==> src/rtl/fth_defines.svh <==
// Widths and flush thresholds for the host ring writer, included by RTL and testbench alike
`ifndef FTH_DEFINES_SVH
`define FTH_DEFINES_SVH

// ==============================
// Data path geometry
// ==============================

// One message chunk from the source
`define FTH_CHUNK_W 128

// Chunks packed into one 512-bit cache line
`define FTH_CHUNKS_PER_LINE 4

// Ring buffer holds 2**FTH_RING_IDX_W lines
`define FTH_RING_IDX_W 6

// Host cache line address
`define FTH_ADDR_W 32

// ==============================
// Flush thresholds
// ==============================

// Idle counter, top bit set after about 16 idle cycles
`define FTH_IDLE_W 5

// Active-line counter, top bit set after 8 data lines
`define FTH_ACTIVE_W 4

`endif

==> src/rtl/fth_pkg.sv <==
// Shared types for the host ring writer; modules refer to them as fth_pkg::name
`default_nettype none

`include "fth_defines.svh"

package fth_pkg;

    // ==============================
    // Data types
    // ==============================

    // Single chunk
    typedef logic [`FTH_CHUNK_W-1:0] chunk_t;

    // Cache line as a vector of chunks, slot 0 lowest
    typedef chunk_t [`FTH_CHUNKS_PER_LINE-1:0] line_t;

    // Slot of a chunk within a line
    typedef logic [$clog2(`FTH_CHUNKS_PER_LINE)-1:0] chunk_idx_t;

    // Line position within the ring
    typedef logic [`FTH_RING_IDX_W-1:0] ring_idx_t;

    // Host cache line address
    typedef logic [`FTH_ADDR_W-1:0] line_addr_t;

    // Sized to count every chunk the ring can hold
    typedef logic [2+`FTH_RING_IDX_W-1:0] chunk_count_t;

    // ==============================
    // Control types
    // ==============================

    // Memory write flavor
    typedef enum logic
    {
        WR_LINE,
        WR_FENCE
    } wr_kind_e;

    // Group state machine
    typedef enum logic [2:0]
    {
        NORMAL,
        ROTATE,
        EMIT_DATA,
        EMIT_HEADER,
        EMIT_FENCE
    } seq_state_e;

    // Write request toward host memory, held until granted
    typedef struct packed
    {
        logic       valid;
        wr_kind_e   kind;
        line_addr_t addr;
        line_t      data;
    } wr_req_t;

endpackage

`default_nettype wire

==> src/rtl/fth_line_assembler.sv <==
// Line assembler: packs chunks into cache lines and tracks ring pointers for the write sequencer
`default_nettype none

`include "fth_defines.svh"

module fth_line_assembler
(
    input  logic                  clk,
    input  logic                  resetb,
    input  fth_pkg::chunk_t       tx_data,
    input  logic                  tx_enable,
    input  logic                  rotate_step,
    input  logic                  data_written,
    input  logic                  header_emit,
    input  logic                  group_done,
    input  fth_pkg::ring_idx_t    oldest_idx,
    output logic                  header_active,
    output logic                  line_full,
    output logic                  line_empty,
    output logic                  has_data,
    output logic                  ring_room_next,
    output fth_pkg::ring_idx_t    data_idx,
    output fth_pkg::ring_idx_t    header_idx,
    output fth_pkg::line_t        data_line,
    output fth_pkg::line_t        header_line,
    output fth_pkg::chunk_count_t num_chunks
);

    // Slot that the next chunk lands in
    fth_pkg::chunk_idx_t chunk_idx;
    fth_pkg::chunk_idx_t chunk_idx_next;
    fth_pkg::ring_idx_t  data_idx_next;

    // Current line with one more chunk shifted into the top slot
    fth_pkg::line_t      pushed_line;
    logic                shift_in;

    // ==============================
    // Line status
    // ==============================

    // Rotation pushes filler chunks, the host ignores those slots
    assign shift_in    = tx_enable || rotate_step;
    assign pushed_line = {tx_data, data_line[`FTH_CHUNKS_PER_LINE-1:1]};

    // Still filling the line that will become the header
    assign header_active = (header_idx == data_idx);
    assign line_full     = (chunk_idx == fth_pkg::chunk_idx_t'(`FTH_CHUNKS_PER_LINE-1));
    assign line_empty    = (chunk_idx == fth_pkg::chunk_idx_t'(0));

    // Header already full or holding at least one chunk
    assign has_data = !header_active || (chunk_idx != fth_pkg::chunk_idx_t'(1));

    // One line kept free so full and empty differ
    assign ring_room_next = ((data_idx_next + fth_pkg::ring_idx_t'(1)) != oldest_idx);

    // ==============================
    // Line buffers
    // ==============================

    always_ff @(posedge clk)
    begin
        if (shift_in)
        begin
            data_line <= pushed_line;
            // Header is kept aside since its count is only known at the end
            if (line_full && header_active)
            begin
                header_line <= pushed_line;
            end
        end
    end

    // ==============================
    // Pointers
    // ==============================

    always_comb
    begin
        chunk_idx_next = chunk_idx;
        data_idx_next  = data_idx;

        if (shift_in)
        begin
            if (!line_full)
            begin
                chunk_idx_next = chunk_idx + fth_pkg::chunk_idx_t'(1);
            end
            else
            begin
                chunk_idx_next = fth_pkg::chunk_idx_t'(0);
                // Header line is held in its own buffer, so move on at once
                if (header_active)
                begin
                    data_idx_next = data_idx + fth_pkg::ring_idx_t'(1);
                end
            end
        end
        else if (data_written)
        begin
            data_idx_next = data_idx + fth_pkg::ring_idx_t'(1);
        end
        else if (header_emit)
        begin
            // Slot 0 of the next header is reserved for the count
            chunk_idx_next = fth_pkg::chunk_idx_t'(1);
        end
    end

    always_ff @(posedge clk)
    begin
        if (!resetb)
        begin
            chunk_idx  <= fth_pkg::chunk_idx_t'(1);
            data_idx   <= '0;
            header_idx <= '0;
            num_chunks <= '0;
        end
        else
        begin
            chunk_idx <= chunk_idx_next;
            data_idx  <= data_idx_next;
            // Next group starts where data collection left off
            if (group_done)
            begin
                header_idx <= data_idx;
            end
            // Chunks per message
            if (tx_enable)
            begin
                num_chunks <= num_chunks + fth_pkg::chunk_count_t'(1);
            end
            else if (group_done)
            begin
                num_chunks <= '0;
            end
        end
    end

endmodule

`default_nettype wire

==> src/rtl/fth_flush_monitor.sv <==
// Flush monitor: raises the force-flush level after an idle run or a burst of written lines
`default_nettype none

`include "fth_defines.svh"

module fth_flush_monitor
(
    input  logic clk,
    input  logic resetb,
    input  logic tx_enable,
    input  logic in_normal,
    input  logic data_written,
    input  logic header_emit,
    input  logic has_data,
    output logic force_flush,
    output logic force_flush_next
);

    logic [`FTH_IDLE_W-1:0]   idle_cycles;
    logic [`FTH_IDLE_W-1:0]   idle_cycles_next;
    logic [`FTH_ACTIVE_W-1:0] active_lines;
    logic [`FTH_ACTIVE_W-1:0] active_lines_next;

    always_comb
    begin
        // Idle run counts only while waiting for chunks
        if (in_normal)
        begin
            idle_cycles_next = tx_enable ? '0 : idle_cycles + 1'b1;
        end
        else
        begin
            idle_cycles_next = '0;
        end

        // Granted data lines since the last header
        if (header_emit)
        begin
            active_lines_next = '0;
        end
        else if (data_written)
        begin
            active_lines_next = active_lines + 1'b1;
        end
        else
        begin
            active_lines_next = active_lines;
        end

        // Flush level is sticky until the header goes out
        if (header_emit)
        begin
            force_flush_next = 1'b0;
        end
        else if (has_data)
        begin
            force_flush_next = force_flush ||
                               idle_cycles_next[`FTH_IDLE_W-1] ||
                               active_lines_next[`FTH_ACTIVE_W-1];
        end
        else
        begin
            force_flush_next = force_flush;
        end
    end

    always_ff @(posedge clk)
    begin
        if (!resetb)
        begin
            idle_cycles  <= '0;
            active_lines <= '0;
            force_flush  <= 1'b0;
        end
        else
        begin
            idle_cycles  <= idle_cycles_next;
            active_lines <= active_lines_next;
            force_flush  <= force_flush_next;
        end
    end

endmodule

`default_nettype wire

==> src/rtl/fth_write_sequencer.sv <==
// Write sequencer: group state machine, tx_rdy and the host memory write request
`default_nettype none

module fth_write_sequencer
(
    input  logic                  clk,
    input  logic                  resetb,
    input  logic                  tx_enable,
    input  logic                  wr_grant,
    input  logic                  header_active,
    input  logic                  line_full,
    input  logic                  line_empty,
    input  logic                  ring_room_next,
    input  logic                  force_flush,
    input  logic                  force_flush_next,
    input  fth_pkg::ring_idx_t    data_idx,
    input  fth_pkg::ring_idx_t    header_idx,
    input  fth_pkg::line_addr_t   ring_base,
    input  fth_pkg::line_t        data_line,
    input  fth_pkg::line_t        header_line,
    input  fth_pkg::chunk_count_t num_chunks,
    output logic                  tx_rdy,
    output logic                  rotate_step,
    output logic                  data_written,
    output logic                  header_emit,
    output logic                  group_done,
    output logic                  in_normal,
    output fth_pkg::wr_req_t      wr_req
);

    fth_pkg::seq_state_e state;
    fth_pkg::seq_state_e state_next;

    // Header line with the chunk count dropped into slot 0
    fth_pkg::line_t      header_with_count;

    // ==============================
    // Group state machine
    // ==============================

    always_comb
    begin
        state_next = state;
        case (state)
            fth_pkg::NORMAL:
            begin
                if (!header_active && tx_enable && line_full)
                begin
                    // Data line complete
                    state_next = fth_pkg::EMIT_DATA;
                end
                else if (force_flush)
                begin
                    // Partial line must be rotated into place first
                    state_next = line_empty ? fth_pkg::EMIT_HEADER : fth_pkg::ROTATE;
                end
            end
            fth_pkg::ROTATE:
            begin
                if (line_full)
                begin
                    // Short message goes straight to the header
                    state_next = header_active ? fth_pkg::EMIT_HEADER : fth_pkg::EMIT_DATA;
                end
            end
            fth_pkg::EMIT_DATA:
            begin
                if (wr_grant)
                begin
                    state_next = force_flush ? fth_pkg::EMIT_HEADER : fth_pkg::NORMAL;
                end
            end
            fth_pkg::EMIT_HEADER:
            begin
                if (wr_grant)
                begin
                    state_next = fth_pkg::EMIT_FENCE;
                end
            end
            fth_pkg::EMIT_FENCE:
            begin
                if (wr_grant)
                begin
                    state_next = fth_pkg::NORMAL;
                end
            end
            default:
            begin
                state_next = fth_pkg::NORMAL;
            end
        endcase
    end

    always_ff @(posedge clk)
    begin
        if (!resetb)
        begin
            state  <= fth_pkg::NORMAL;
            tx_rdy <= 1'b0;
        end
        else
        begin
            state  <= state_next;
            // Accept chunks only when idle, not flushing and the ring has room
            tx_rdy <= (state_next == fth_pkg::NORMAL) && !force_flush_next && ring_room_next;
        end
    end

    // Strobes and levels for the assembler and flush monitor
    assign in_normal    = (state == fth_pkg::NORMAL);
    assign rotate_step  = (state == fth_pkg::ROTATE);
    assign header_emit  = (state == fth_pkg::EMIT_HEADER);
    assign data_written = (state == fth_pkg::EMIT_DATA) && wr_grant;
    assign group_done   = (state == fth_pkg::EMIT_FENCE) && wr_grant;

    // ==============================
    // Memory write request
    // ==============================

    always_comb
    begin
        header_with_count    = header_line;
        header_with_count[0] = fth_pkg::chunk_t'(num_chunks);

        // Request level holds until wr_grant
        wr_req.valid = (state == fth_pkg::EMIT_DATA) ||
                       (state == fth_pkg::EMIT_HEADER) ||
                       (state == fth_pkg::EMIT_FENCE);

        case (state)
            fth_pkg::EMIT_DATA:
            begin
                wr_req.kind = fth_pkg::WR_LINE;
                wr_req.addr = ring_base + fth_pkg::line_addr_t'(data_idx);
                wr_req.data = data_line;
            end
            fth_pkg::EMIT_HEADER:
            begin
                wr_req.kind = fth_pkg::WR_LINE;
                wr_req.addr = ring_base + fth_pkg::line_addr_t'(header_idx);
                wr_req.data = header_with_count;
            end
            default:
            begin
                // Fence carries no meaningful address or payload
                wr_req.kind = fth_pkg::WR_FENCE;
                wr_req.addr = '0;
                wr_req.data = header_with_count;
            end
        endcase
    end

endmodule

`default_nettype wire

==> src/rtl/fifo_to_host.sv <==
// Top level of the host ring writer: chunk input in, cache line writes to host memory out
`default_nettype none

module fifo_to_host
(
    input  logic                clk,
    input  logic                resetb,
    input  fth_pkg::chunk_t     tx_data,
    input  logic                tx_enable,
    input  fth_pkg::line_addr_t ring_base,
    input  fth_pkg::ring_idx_t  oldest_idx,
    input  logic                wr_grant,
    output logic                tx_rdy,
    output fth_pkg::wr_req_t    wr_req,
    output fth_pkg::ring_idx_t  next_header_idx
);

    // ==============================
    // Assembler results
    // ==============================
    logic                  header_active;
    logic                  line_full;
    logic                  line_empty;
    logic                  has_data;
    logic                  ring_room_next;
    fth_pkg::ring_idx_t    data_idx;
    fth_pkg::ring_idx_t    header_idx;
    fth_pkg::line_t        data_line;
    fth_pkg::line_t        header_line;
    fth_pkg::chunk_count_t num_chunks;

    // ==============================
    // Sequencer and monitor controls
    // ==============================
    logic                  rotate_step;
    logic                  data_written;
    logic                  header_emit;
    logic                  group_done;
    logic                  in_normal;
    logic                  force_flush;
    logic                  force_flush_next;

    // Host polls this to find the next message header
    assign next_header_idx = header_idx;

    fth_line_assembler u_assembler
    (
        .clk            (clk),
        .resetb         (resetb),
        .tx_data        (tx_data),
        .tx_enable      (tx_enable),
        .rotate_step    (rotate_step),
        .data_written   (data_written),
        .header_emit    (header_emit),
        .group_done     (group_done),
        .oldest_idx     (oldest_idx),
        .header_active  (header_active),
        .line_full      (line_full),
        .line_empty     (line_empty),
        .has_data       (has_data),
        .ring_room_next (ring_room_next),
        .data_idx       (data_idx),
        .header_idx     (header_idx),
        .data_line      (data_line),
        .header_line    (header_line),
        .num_chunks     (num_chunks)
    );

    fth_flush_monitor u_flush_monitor
    (
        .clk              (clk),
        .resetb           (resetb),
        .tx_enable        (tx_enable),
        .in_normal        (in_normal),
        .data_written     (data_written),
        .header_emit      (header_emit),
        .has_data         (has_data),
        .force_flush      (force_flush),
        .force_flush_next (force_flush_next)
    );

    fth_write_sequencer u_sequencer
    (
        .clk              (clk),
        .resetb           (resetb),
        .tx_enable        (tx_enable),
        .wr_grant         (wr_grant),
        .header_active    (header_active),
        .line_full        (line_full),
        .line_empty       (line_empty),
        .ring_room_next   (ring_room_next),
        .force_flush      (force_flush),
        .force_flush_next (force_flush_next),
        .data_idx         (data_idx),
        .header_idx       (header_idx),
        .ring_base        (ring_base),
        .data_line        (data_line),
        .header_line      (header_line),
        .num_chunks       (num_chunks),
        .tx_rdy           (tx_rdy),
        .rotate_step      (rotate_step),
        .data_written     (data_written),
        .header_emit      (header_emit),
        .group_done       (group_done),
        .in_normal        (in_normal),
        .wr_req           (wr_req)
    );

endmodule

`default_nettype wire

==> config.mk <==
export PLATFORM = sky130hd
export DESIGN_NAME = fifo_to_host
export DESIGN_NICKNAME = d
export VERILOG_FILES = /design/src/rtl/fth_pkg.sv /design/src/rtl/fth_line_assembler.sv /design/src/rtl/fth_flush_monitor.sv /design/src/rtl/fth_write_sequencer.sv /design/src/rtl/fifo_to_host.sv
export VERILOG_INCLUDE_DIRS = /design/src /design/src/rtl
export SDC_FILE = /design/constraint.sdc
export NUM_CORES = 1
export LEC_CHECK = 0
export BUFFER_PORTS_ARGS = -buffer_cell sky130_fd_sc_hd__buf_2
export CAP_MARGIN = 10
export CORE_AREA = 4 4 282 284
export DETAILED_ROUTE_END_ITERATION = 16
export DIE_AREA = 0 0 286 288
export GPL_TIMING_DRIVEN = 1
export PLACE_DENSITY = 0.78
export SETUP_SLACK_MARGIN = 0.3
export SLEW_MARGIN = 0
export SYNTH_ARGS = -nofsm -noshare
export SYNTH_HDL_FRONTEND = slang
export SYNTH_SLANG_ARGS = --single-unit
export TNS_END_PERCENT = 10
==> constraint.sdc <==
create_clock -name clk -period 29.9 [get_ports clk]
set_clock_uncertainty 0.15 [all_clocks]
set_input_delay 1.495 -clock clk [delete_from_list [all_inputs] [get_ports clk]]
set_output_delay 1.495 -clock clk [all_outputs]
set_load 0.02 [all_outputs]
======== Word-level counts from Yosys, hierarchy flattened ========
Cells that the tools add are included.
storage, ports and cells
  bits in read-only memories .............. 0
  memories kept ........................... 0
  bits in latches ......................... 0
  flip-flop bits (word level) ............. 932
  word-level logic and storage cells ...... 88
  output and inout port bits .............. 553
  RAM bits ................................ 0
cells by class
  bitwise gates (word level) .............. 2
  multiply operators ...................... 0
  reductions and logical operators ........ 24
  shifts and indexed selects .............. 0
  div/mod/pow operators ................... 0
  order comparisons ....................... 0
  eq/ne operators ......................... 9
  mux-type cells .......................... 27
  $add $sub $neg .......................... 8
operator list
  cell                                                 number
  one-hot mux 545 bit (2 select lines)                 1
  adder 32 x 6 -> 32 bit                               2
  two-way mux 6 bit                                    4
  two-way mux 3 bit                                    6
  two-way mux 8 bit                                    2
  one-hot mux 3 bit (5 select lines)                   1
  adder 6 x 1 -> 6 bit, second input constant          2
  two-way mux 2 bit                                    6
  two-way mux 5 bit                                    2
  adder 8 x 1 -> 8 bit, second input constant          1
  two-way mux 4 bit                                    2
  logical AND 1 bit                                    7
  equality test 3 x 2 -> 1 bit, second input constant  2
  equality test 6 bit                                  1
  zero test 3 bit                                      2
  logical OR 1 bit                                     6
  != test 6 bit                                        1
  adder 5 x 1 -> 5 bit, second input constant          1
  adder 4 x 1 -> 4 bit, second input constant          1
  != test 2 x 1 -> 1 bit, second input constant        2
  AND reduction 2 bit                                  2
  nonzero test 2 bit                                   2
  equality test 3 x 1 -> 1 bit, second input constant  1
  equality test 3 bit, second input constant           1
  other kinds (8)                                      12

======== Logic depth before layout (Yosys ltp) ========
  depth in word-level cells ............... 10
  depth in mapped cells ................... 14
  mapped depth without buffers ............ 13

======== Cells and area by module ========
Synthesis repeated with hierarchy kept, for this count alone.
second synthesis, totals
  cell total of the unflattened synthesis .. 2002
  area total of the unflattened synthesis .. 39530.4 µm²
by module, submodules not included
  module               instances  area an instance (µm²)  cells an instance
  fth_line_assembler   1          32225.9                 1199
  fth_write_sequencer  1          6902.9                  764
  fth_flush_monitor    1          401.6                   39

======== Worst setup path before layout ========
No wires, ideal clock.
  path kind ............................... input to register
  start point ............................. in tx_enable
  end point ............................... reg u_assembler.header_line[128] (netlist bit) (enable)
  arrival time ............................ 21.887 ns
  cell stages on the path ................. 4
  library setup time ...................... 0.800 ns
  required time ........................... 28.950 ns
  path slack .............................. 7.064 ns
  path buffers ............................ 1
  cells stage by stage .................... clkbuf_1 > inv_1 > nand2_1 > and3_1
on the way
  cells in the longest elaborated chain, start to end .. 2
RTL lines
  element                               RTL line                  text
  from (decl)                           fifo_to_host.sv:9         input logic tx_enable,
  logical OR 1 bit                      fth_line_assembler.sv:43  assign shift_in = tx_enable || rotate_step;
  AND reduction 2 bit (no source line)  -
  to (signal assigned)                  fth_line_assembler.sv:69  header_line <= pushed_line;
  to (decl)                             fth_line_assembler.sv:25  output fth_pkg::line_t header_line,
No other way between the ends.
A chain may end at the register's enable or synchronous reset.

==> results.cfg <==
[outcome]
status = completed

[drt]
detail-route-antenna-nets = 0
wl_met1_microns = 28800
dr.first_iter.drc_count = 1187
wl_met3_microns = 7860
maxUsedRoutingLayer = met5
first_pass_iters = 5
vias = 18800
drt-total-wl_microns = 80600
viasPerCell = 5.05
wl_per_cell_microns = 21.7
drc = 0
dr_wl_met2_microns = 40500

[global_routing]
grt_overflow = 0
grt_pass1_vias = 19600
gr-usage-all-layers = 0.188
grt_max_degree = 169
antenna_found_initial = 17
grt_pass1_wl_microns = 118000

[timing]
worst_pin_slew_ns = 1.30
setup_tns_ns = 0
fmax_mhz = 150
rsz0062_at_grt = no
drv_slew = 0
fin_crit_sh = 0.223
post-route-min-period_ns = 6.67
hold_viol = 0
finalSetupViolCount = 0
slew_headroom = 0.135
fin_ws_ns = 23.23

[clock_tree]
path_clk_slew_ns = 0.06
cts_root_buf = clkbuf_16
cts-buffers-inserted = 93
clk_latency_ns = 0.66
cts_tree = built
cts_buffer_depth = 3
clock_tree.htree_level_count = 3
cts_setup_buffers = 0
ctsResizeCount = 0
clock_sinks = 932
postCtsHoldBufs = 0

[logic_synthesis]
syn_area_per_cell_sq_um = 19.2
ys.flop_type = edfxtp_1
ys_warn_count = 0
synth_cell_types = 56
syn_inst = 1838
synth-async-reset-ratio = 0
synth.area.top_cells = edfxtp_1 (76%), mux2_2 (13%), and2_1 (2.2%), dfxtp_1 (2.0%), xnor2_1 (0.77%)
yosysSeqAreaShare = 0.785
yosysTopAreaCellShare = 0.764
netlist_top_cells_count = edfxtp_1 (896), mux2_2 (399), and2_1 (126)
ys_ff_latch = 932
synth.most_common_cell = edfxtp_1
mappedNetlistArea_sq_um = 35200
syn-num-nets = 2025
synth_edf_count = 896
yosys.area.top_type = edfxtp_1

[critical_path]
cp.arrival_ns = 5.03
crit_top_cell = buf_4
critPathLaunchType = flop
crit_path_max_fanout = 106
endpoint_kind = output port
path_cells = nor3b_2, buf_4, buf_4, buf_4, mux2_2, buf_2
cp_top_family = buffers and inverters
worstSetupPathType = flop to output port
slowest_delay_ns = 1.00
crit_buf_inv = 4
critical_path_required_ns = 28.26
critPathSlowestCell = buf_4

[die]
io_pins = 723
die_w_microns = 286
die_h_microns = 288
die_area_sq_um = 82400
core-area_sq_um = 77100
rows = 102
initial_core_util = 0.457

[place]
globalplace.congestion = 0.944
port_buffers = 722
place_hpwl_microns = 56300
post-place-ws_ns = 23.64

[flow_run]
maxCapViolations = 0

[finish]
drive_above_1_share = 0.481
final_util = 0.560
syn2layout_area_growth_pct = 22.6
nNetsFinal = 2785

[power_and_ir_drop]
vdd_drop_max_v = 0.0000653
p_leak_uw = 0.0162
p_per_area_nw_per_um2 = 65.7

[worst_hold_path]
hp-class = flop to flop
[metal layers]
metal	up-vias	global-route usage
li1	8564	-
met1	9295	0.209
met2	751	0.325
met3	171	0.0700
met4	8	0.0842
met5	-	0
[placed cells by master (no fill, tap or decap), drive strengths merged, types with 10 or more instances in the layout]
master,Yosys,layout
nand2,23,23
mux2,399,399
nand3,20,20
nor2,70,70
ha,16,16
edfxtp,896,896
clkinv,0,37
xnor2,32,32
bufinv,0,13
mux2i,10,10
and2,126,126
clkbuf,65,110
nor3,13,13
a21oi,19,19
xor2,24,24
buf,8,738
inv,8,11
dfxtp,36,36
and3,10,10
[through the flow]
stage          instance area (sq um)  power, uW  hold WS [ns]  cells
4_1_cts                        43100       2870         0.255   3711
5_1_grt                        43200       2940         0.262   3718
2_1_floorplan                  35200       1650         0.268   1838
6_report                       43200       2840         0.260   3719
3_3_place_gp                   40000       1680         0.271   3543
3_5_place_dp                   40000       1690         0.278   3543
[power breakdown]
part	total [uW]	internal, uW	switching [uW]	leakage (uW)
logic	132	43.4	88.1	0.00586
registers	1530	1500	26.2	0.00879
clock network	1180	692	484	0.00152
total	2840	2240	598	0.0162
[final timing paths]
kind | start | endpoint | depth (start not counted) | slack, ns
max reg2reg | u_sequencer.state[0] | u_assembler.data_line[93] | 6 | 24.42
min reg2reg | u_assembler.data_line[195] | u_assembler.data_line[67] | 0 | 0.26
max | u_sequencer.state[1] | wr_req[180] | 6 | 23.23
min | u_assembler.data_line[195] | u_assembler.data_line[67] | 0 | 0.26
[sequential cells by signal (all words and copies together), names as in the netlist]
register                      flops
u_assembler.data_line           512
u_assembler.header_line         384
u_assembler.num_chunks            8
u_assembler.data_idx              6
u_assembler.header_idx            6
u_flush_monitor.idle_cycles       5
u_flush_monitor.active_lines      4
u_sequencer.state                 3
u_assembler.chunk_idx             2
u_flush_monitor.force_flush       1
u_sequencer.tx_rdy                1
[layout make-up]
type / count / area (sq um)
Multi-Input combinational cell: 825 / 7280
Inverter: 8 / 30.0
Clock inverter: 58 / 774
Sequential cell: 932 / 27600
Antenna cell: 8 / 20.0
Clock buffer: 110 / 2390
Tap cell: 1040 / 1300
Fill cell: 5906 / 33900
Timing Repair Buffer: 738 / 3750
[worst register-to-register path, delay by kind of cell (launching register included)]
kind / cells / cell delay [ns]
buf+inv: 4 / 3.26
flops: 1 / 0.71
simple gates: 2 / 0.96
[logic make-up (layout without fill, tap and decap cells)]
kind of cell             after synthesis  in the layout  share of synthesized area
AND/OR/NAND/NOR                      298            298                     0.0467
adder cells (fa/ha/maj)               17             17                    0.00626
buffers and inverters                 81            914                    0.00899
XOR/XNOR                              56             56                     0.0141
multiplexers                         409            409                      0.131
other                                  0              8                          0
flip-flops                           932            932                      0.785
AO/OA/AOI/OAI                         45             45                    0.00825
No activity file was read; power rests on OpenSTA's default activity.
